--- src/logic/fir_pkg.sv ---
package fir_pkg;

   // ====================================================================
   // Widths and sizes
   // ====================================================================

   // Samples, coefficients, products and sums all share one width
   localparam int SAMPLE_WIDTH = 16;
   // Tree shape below is fixed to this many taps
   localparam int NUM_TAPS = 8;
   localparam int COEF_ADDR_WIDTH = 3;

   // Multiply-add pipeline depth, taps valid to y_out valid
   localparam int MAC_LATENCY = 5;
   // One extra cycle for the tap delay line
   localparam int FIR_LATENCY = MAC_LATENCY + 1;

   // ====================================================================
   // Types
   // ====================================================================

   typedef logic [SAMPLE_WIDTH-1:0] sample_t;

   // Filter input word with its strobe
   typedef struct packed {
      logic    valid;
      sample_t data;
   } sample_in_t;

   // Coefficient write port
   typedef struct packed {
      logic                       we;
      logic [COEF_ADDR_WIDTH-1:0] addr;
      sample_t                    data;
   } coef_wr_t;

   // Delay line contents, index 0 is the newest sample
   typedef struct packed {
      logic                     valid;
      sample_t [NUM_TAPS-1:0]   taps;
   } tap_set_t;

   // Coefficient i weights tap i
   typedef sample_t [NUM_TAPS-1:0] coef_set_t;

   // Filter output word with its strobe
   typedef struct packed {
      logic    valid;
      sample_t data;
   } fir_out_t;

endpackage

--- src/logic/tap_delay_line.sv ---
`timescale 1ns/1ns

module tap_delay_line (
   input  logic                clk,
   input  logic                rst,
   input  fir_pkg::sample_in_t sample_in,
   output fir_pkg::tap_set_t   taps
);

   // ====================================================================
   // Shift register
   // ====================================================================

   // Shifts only on an accepted sample and holds through gaps
   // The valid flag is registered beside the taps, one cycle wide
   always_ff @(posedge clk or posedge rst) begin
      if (rst) begin
         // Samples before reset count as zero
         taps.valid <= 1'b0;
         taps.taps  <= '0;
      end
      else begin
         taps.valid <= sample_in.valid;
         if (sample_in.valid) begin
            // Every tap moves one place older
            for (int i = fir_pkg::NUM_TAPS - 1; i > 0; i--) begin
               taps.taps[i] <= taps.taps[i-1];
            end
            // Newest sample enters at tap 0
            taps.taps[0] <= sample_in.data;
         end
      end
   end

   // ====================================================================
   // Assertions
   // ====================================================================

   // Taps hold during gaps, so the tap 0 seen one cycle back is
   // the value it had at the last shift
   // A fresh tap set must therefore carry that value in tap 1
   assert property (
      @(posedge clk) disable iff (rst)
      taps.valid |-> taps.taps[1] == $past(taps.taps[0])
   )
   else $error("tap_delay_line tap 1 is not the previous tap 0");

   // Sample data entering must be known when it is accepted
   assert property (
      @(posedge clk) disable iff (rst)
      sample_in.valid |-> !$isunknown(sample_in.data)
   )
   else $error("tap_delay_line accepted a sample with unknown bits");

endmodule

--- src/logic/coef_bank.sv ---
`timescale 1ns/1ns

module coef_bank (
   input  logic               clk,
   input  logic               rst,
   input  fir_pkg::coef_wr_t  coef_wr,
   output fir_pkg::coef_set_t coefs
);

   // ====================================================================
   // Coefficient registers
   // ====================================================================

   fir_pkg::coef_set_t coefs_r;

   // Whole bank seen by the multiply-add stage
   assign coefs = coefs_r;

   // Addressed register loads on a write strobe
   // All others keep their value
   always_ff @(posedge clk or posedge rst) begin
      if (rst) begin
         coefs_r <= '0;
      end
      else if (coef_wr.we) begin
         coefs_r[coef_wr.addr] <= coef_wr.data;
      end
   end

   // ====================================================================
   // Assertions
   // ====================================================================

   // An unknown address could corrupt any register in the bank
   assert property (
      @(posedge clk) disable iff (rst)
      coef_wr.we |-> !$isunknown({coef_wr.addr, coef_wr.data})
   )
   else $error("coef_bank write with unknown address or data");

   // The write strobe itself must never be unknown out of reset
   assert property (
      @(posedge clk) disable iff (rst)
      !$isunknown(coef_wr.we)
   )
   else $error("coef_bank write strobe unknown");

endmodule

--- src/logic/mac_tree_pipeline.sv ---
`timescale 1ns/1ns

module mac_tree_pipeline (
   input  logic               clk,
   input  logic               rst,
   input  fir_pkg::tap_set_t  taps,
   input  fir_pkg::coef_set_t coefs,
   output fir_pkg::fir_out_t  y_out
);

   // Number of partial sums after each tree level
   localparam int L1_SUMS = fir_pkg::NUM_TAPS / 2;
   localparam int L2_SUMS = fir_pkg::NUM_TAPS / 4;

   // ====================================================================
   // Pipeline registers
   // ====================================================================

   // Stage 1, taps and coefficients captured together
   fir_pkg::sample_t [fir_pkg::NUM_TAPS-1:0] tap_r;
   fir_pkg::coef_set_t                       coef_r;
   // Stage 2, the eight products
   fir_pkg::sample_t [fir_pkg::NUM_TAPS-1:0] prod_r;
   // Stages 3 to 5, the adder tree levels
   fir_pkg::sample_t [L1_SUMS-1:0]           sum_l1_r;
   fir_pkg::sample_t [L2_SUMS-1:0]           sum_l2_r;
   fir_pkg::sample_t                         sum_l3_r;

   // Valid strobe travelling beside the data
   logic [fir_pkg::MAC_LATENCY-1:0] valid_r;

   // Warm-up counter for the latency checks
   logic [$clog2(fir_pkg::MAC_LATENCY+1)-1:0] warm_cnt;

   // ====================================================================
   // Datapath
   // ====================================================================

   // All arithmetic wraps at SAMPLE_WIDTH bits
   always_ff @(posedge clk or posedge rst) begin
      if (rst) begin
         tap_r    <= '0;
         coef_r   <= '0;
         prod_r   <= '0;
         sum_l1_r <= '0;
         sum_l2_r <= '0;
         sum_l3_r <= '0;
      end
      else begin
         // Edge 1
         // coefficients are frozen here for this tap set
         tap_r  <= taps.taps;
         coef_r <= coefs;

         // Edge 2, tap i times coefficient i
         for (int i = 0; i < fir_pkg::NUM_TAPS; i++) begin
            prod_r[i] <= fir_pkg::sample_t'(tap_r[i] * coef_r[i]);
         end

         // Edge 3, pairs of products
         for (int i = 0; i < L1_SUMS; i++) begin
            sum_l1_r[i] <= fir_pkg::sample_t'(prod_r[2*i] + prod_r[2*i+1]);
         end

         // Edge 4, pairs of first-level sums
         for (int i = 0; i < L2_SUMS; i++) begin
            sum_l2_r[i] <= fir_pkg::sample_t'(sum_l1_r[2*i] + sum_l1_r[2*i+1]);
         end

         // Edge 5, final sum
         sum_l3_r <= fir_pkg::sample_t'(sum_l2_r[0] + sum_l2_r[1]);
      end
   end

   // ====================================================================
   // Valid delay chain
   // ====================================================================

   always_ff @(posedge clk or posedge rst) begin
      if (rst) begin
         valid_r <= '0;
      end
      else begin
         // Stage 0 follows the tap set strobe
         valid_r[0] <= taps.valid;
         for (int i = 1; i < fir_pkg::MAC_LATENCY; i++) begin
            valid_r[i] <= valid_r[i-1];
         end
      end
   end

   // Output word and strobe leave together
   assign y_out.valid = valid_r[fir_pkg::MAC_LATENCY-1];
   assign y_out.data  = sum_l3_r;

   // ====================================================================
   // Assertions
   // ====================================================================

   // Counts edges since reset, saturating at the pipeline depth
   always_ff @(posedge clk or posedge rst) begin
      if (rst) begin
         warm_cnt <= '0;
      end
      else if (warm_cnt < fir_pkg::MAC_LATENCY) begin
         warm_cnt <= warm_cnt + 1'b1;
      end
   end

   // Nothing can come out before the pipe has filled once
   assert property (
      @(posedge clk) disable iff (rst)
      warm_cnt < fir_pkg::MAC_LATENCY |-> !y_out.valid
   )
   else $error("mac_tree_pipeline valid before pipeline filled");

   // Output strobe repeats the input strobe, gaps included
   assert property (
      @(posedge clk) disable iff (rst)
      warm_cnt == fir_pkg::MAC_LATENCY
         |-> y_out.valid == $past(taps.valid, fir_pkg::MAC_LATENCY)
   )
   else $error("mac_tree_pipeline valid latency mismatch");

endmodule

--- src/logic/fir_filter_top.sv ---
`timescale 1ns/1ns

module fir_filter_top (
   input  logic                clk,
   input  logic                rst,
   input  fir_pkg::sample_in_t sample_in,
   input  fir_pkg::coef_wr_t   coef_wr,
   output fir_pkg::fir_out_t   y_out
);

   // ====================================================================
   // Internal connections
   // ====================================================================

   // Current tap set, one cycle behind sample_in
   fir_pkg::tap_set_t  taps;
   // Live coefficient bank
   fir_pkg::coef_set_t coefs;

   // ====================================================================
   // Instances
   // ====================================================================

   // Sample history
   tap_delay_line tap_delay_line_i (
      .clk       (clk),
      .rst       (rst),
      .sample_in (sample_in),
      .taps      (taps)
   );

   // Coefficient registers
   coef_bank coef_bank_i (
      .clk     (clk),
      .rst     (rst),
      .coef_wr (coef_wr),
      .coefs   (coefs)
   );

   // Multiply and reduce, total latency is one plus MAC_LATENCY
   mac_tree_pipeline mac_tree_pipeline_i (
      .clk   (clk),
      .rst   (rst),
      .taps  (taps),
      .coefs (coefs),
      .y_out (y_out)
   );

endmodule

--- config.mk ---
export PLATFORM = sky130hd
export DESIGN_NAME = fir_filter_top
export DESIGN_NICKNAME = d
export VERILOG_FILES = /design/src/logic/fir_pkg.sv /design/src/logic/tap_delay_line.sv /design/src/logic/coef_bank.sv /design/src/logic/mac_tree_pipeline.sv /design/src/logic/fir_filter_top.sv
export SDC_FILE = /design/constraint.sdc
export NUM_CORES = 2
export LEC_CHECK = 0
export BUFFER_PORTS_ARGS = -buffer_cell sky130_fd_sc_hd__buf_2
export CELL_PAD_IN_SITES_DETAIL_PLACEMENT = 1
export CELL_PAD_IN_SITES_GLOBAL_PLACEMENT = 1
export CORE_ASPECT_RATIO = 1.5
export CORE_UTILIZATION = 40
export CTS_CLUSTER_SIZE = 40
export DETAILED_ROUTE_END_ITERATION = 10
export HOLD_SLACK_MARGIN = 0.1
export MAX_ROUTING_LAYER = met4
export PLACE_DENSITY_LB_ADDON = 0.1
export SYNTH_ARGS = -nofsm -noshare
export SYNTH_HDL_FRONTEND = slang
export SYNTH_SLANG_ARGS = --single-unit
export TNS_END_PERCENT = 30
--- constraint.sdc ---
create_clock -name clk -period 45.5 [get_ports clk]
set_input_delay 4.55 -clock clk [delete_from_list [all_inputs] [get_ports clk]]
set_output_delay 4.55 -clock clk [all_outputs]
set_load 0.005 [all_outputs]
==> flow_summary.toml <==
[floorplan]
io_pins = 56
die_h_um = 470
initial_core_util_pct = 40.3
die_w_um = 314
die_area_um2 = 147000
core_um2 = 145000
rows = 171

[grt]
grt-ovfl-total = 0
grt_max_degree = 192
gr-usage-all-layers_pct = 22.9
antenna_found_initial = 21
grt_pass1_wl_mm = 248
grt_pass1_vias = 42200

[synthesis]
synthFlopType = "dfrtp_1"
yosysSeqAreaShare_pct = 32.5
yosysTopAreaCell = "dfrtp_1"
netlist-cell-type-count = 59
syn_inst = 5472
synth_area_per_cell_um2 = 10.7
syn_nets = 6655
synth_seq_cells = 758
synth_edf_count = 0
ys_warn_count = 0
syn_area_um2 = 58300
yosys.area.top_type_share_pct = 32.5
synth.area.top_cells = "dfrtp_1 33%, fa_1 22%, ha_1 11%, inv_1 6.2%, and2_1 5.5%"
synth-async-reset-ratio_pct = 100

[sta]
setup_viol = 0
maxSlewHeadroom_pct = 21.4
drv_slew = 0
tightest_slew_ns = 1.18
rsz0062_at_grt = "false"
hold_viol = 0
holdWs_ns = 0.325
tns_ns = 0
clock.fmax_mhz = 123
layout_min_cycle_time_ns = 8.15
finalClockSkew_ns = 0.0699
finalCritPeriodShare_pct = 17.9

[clock_tree]
cts.sinks = 758
ctsHoldBuffers = 0
insertion_delay_ns = 0.71
cts_tree = "yes"
ctsResizeCount = 0
clk_pin_slew_worst_paths_ns = 0.06
clk_path_buf_depth = 3
numCtsBuffers = 78
postCtsSetupRepairBufs = 0
cts-root-buf = "clkbuf_16"
h-tree-depth = 3

[drt]
drt_pass1_iterations = 5
remaining_drc_errors = 0
first_iter_violations = 1253
wirelength_mm = 158
wl_per_cell_um = 21.2
vias = 37300
via_per_inst = 5.02
antenna_left = 0

[min_path]
min_path_type = "register to register"
min_to = "mac_tree_pipeline_i.valid_r[2]"
whs_path_depth = 0
min-delay-start = "mac_tree_pipeline_i.valid_r[1]"

[critical_path]
end_kind = "async pin"
r2r_cells = 16
worstPathArrival_ns = 8.80
r2r_start = "mac_tree_pipeline_i.coef_r[81]"
worstPathRequired_ns = 46.15
crit_fanout = 85
regToRegEndpoint = "mac_tree_pipeline_i.prod_r[94]"
cp-start-kind = "input pin"
r2r_slack_ns = 39.54
path_class = "input pin to async pin"

[place]
place_congestion = 0.818
dp_hpwl_mm = 123
portBuffers = 55
postPlaceCellArea_um2 = 60600

[cells_and_area]
fin_nets = 6654
layout-drive-gt1-share_pct = 8.68
syn_to_final_growth_pct = 8.72
final_cell_mix = "956 x inv_1, 758 x dfrtp_1, 647 x fa_1"
design_area_um2 = 63400
finish.utilization_pct = 43.8
layout_commonest_cell = "inv_1"

[run]
drv_cap = 0

[outcome]
status = "finished, final reports clean"
==> cells by family (layout without fill, tap and decap cells) <==
kind of cell	Yosys count	in the layout	synth area share, %
adders and majority gates	1144	1144	32.9
buffers and inverters	1109	1166	7.15
AOI/OAI and AO/OA	398	398	4.47
xor gates and xnor gates	396	396	5.94
and+or+nand+nor	1409	1409	12.1
other	0	11	0
DFF	758	758	32.5
muxes	258	258	4.98
==> synth_stat cells, drive strengths merged, types with 52 or more instances <==
cell      n
a21o     53
a21oi   126
and2    511
clkbuf  136
dfrtp   758
fa      647
ha      497
inv     957
mux2    256
nand2   632
nor2     72
nor3     52
o21ai    71
xnor2   317
xor2     79
==> metal layers <==
metal	routed length, um	share of wire (%)	global-route usage, %
met1	64900	41	27.3
met2	85100	54	41.0
met3	3970	2.5	1.74
met4	3900	2.5	6.63
met5	0	0	-
==> worst max-delay path, stage by stage <==
cell and delay [ns]:
buf_2 0.13, inv_8 0.35, buf_4 0.76, buf_4 0.91, buf_4 0.87, buf_4 0.95
==> flip-flops by register name, summed over array words and instances, names as in the netlist, 16 cells and up <==
name	flops
tap_delay_line_i.taps	129
mac_tree_pipeline_i.tap_r	128
coef_bank_i.coefs	128
mac_tree_pipeline_i.sum_l3_r	16
mac_tree_pipeline_i.prod_r	128
mac_tree_pipeline_i.sum_l1_r	64
mac_tree_pipeline_i.coef_r	128
mac_tree_pipeline_i.sum_l2_r	32
==> how the worst max path moves through the flow <==
stage               start                          endpoint
detailed placement    rst  mac_tree_pipeline_i.sum_l1_r[31]
global route          rst  mac_tree_pipeline_i.sum_l1_r[13]
CTS                   rst    mac_tree_pipeline_i.prod_r[36]
floorplan             rst              coef_bank_i.coefs[0]
finish                rst  mac_tree_pipeline_i.sum_l1_r[11]
global placement      rst  mac_tree_pipeline_i.sum_l1_r[13]
==> area by class of cell <==
| cell class | instances | area (um^2) |
|---|---|---|
| multi-input combinational | 3605 | 35200 |
| sequential | 758 | 19000 |
| antenna | 11 | 27.5 |
| fill | 15700 | 81400 |
| inverter | 957 | 3600 |
| clock inverter | 39 | 693 |
| tap | 1903 | 2380 |
| clock buffer | 99 | 2120 |
| timing repair buffer | 71 | 427 |
==> metrics by stage <==
stage,setup slack [ns],cells
2_1_floorplan,19.68,5472
3_3_place_gp,36.47,7294
4_1_cts,37.16,7432
5_1_grt,36.59,7441
6_report,37.35,7443
3_5_place_dp,36.37,7294
Power is not shown: default switching activity piles up to over one toggle a cycle in this logic, so the estimate is an artifact.
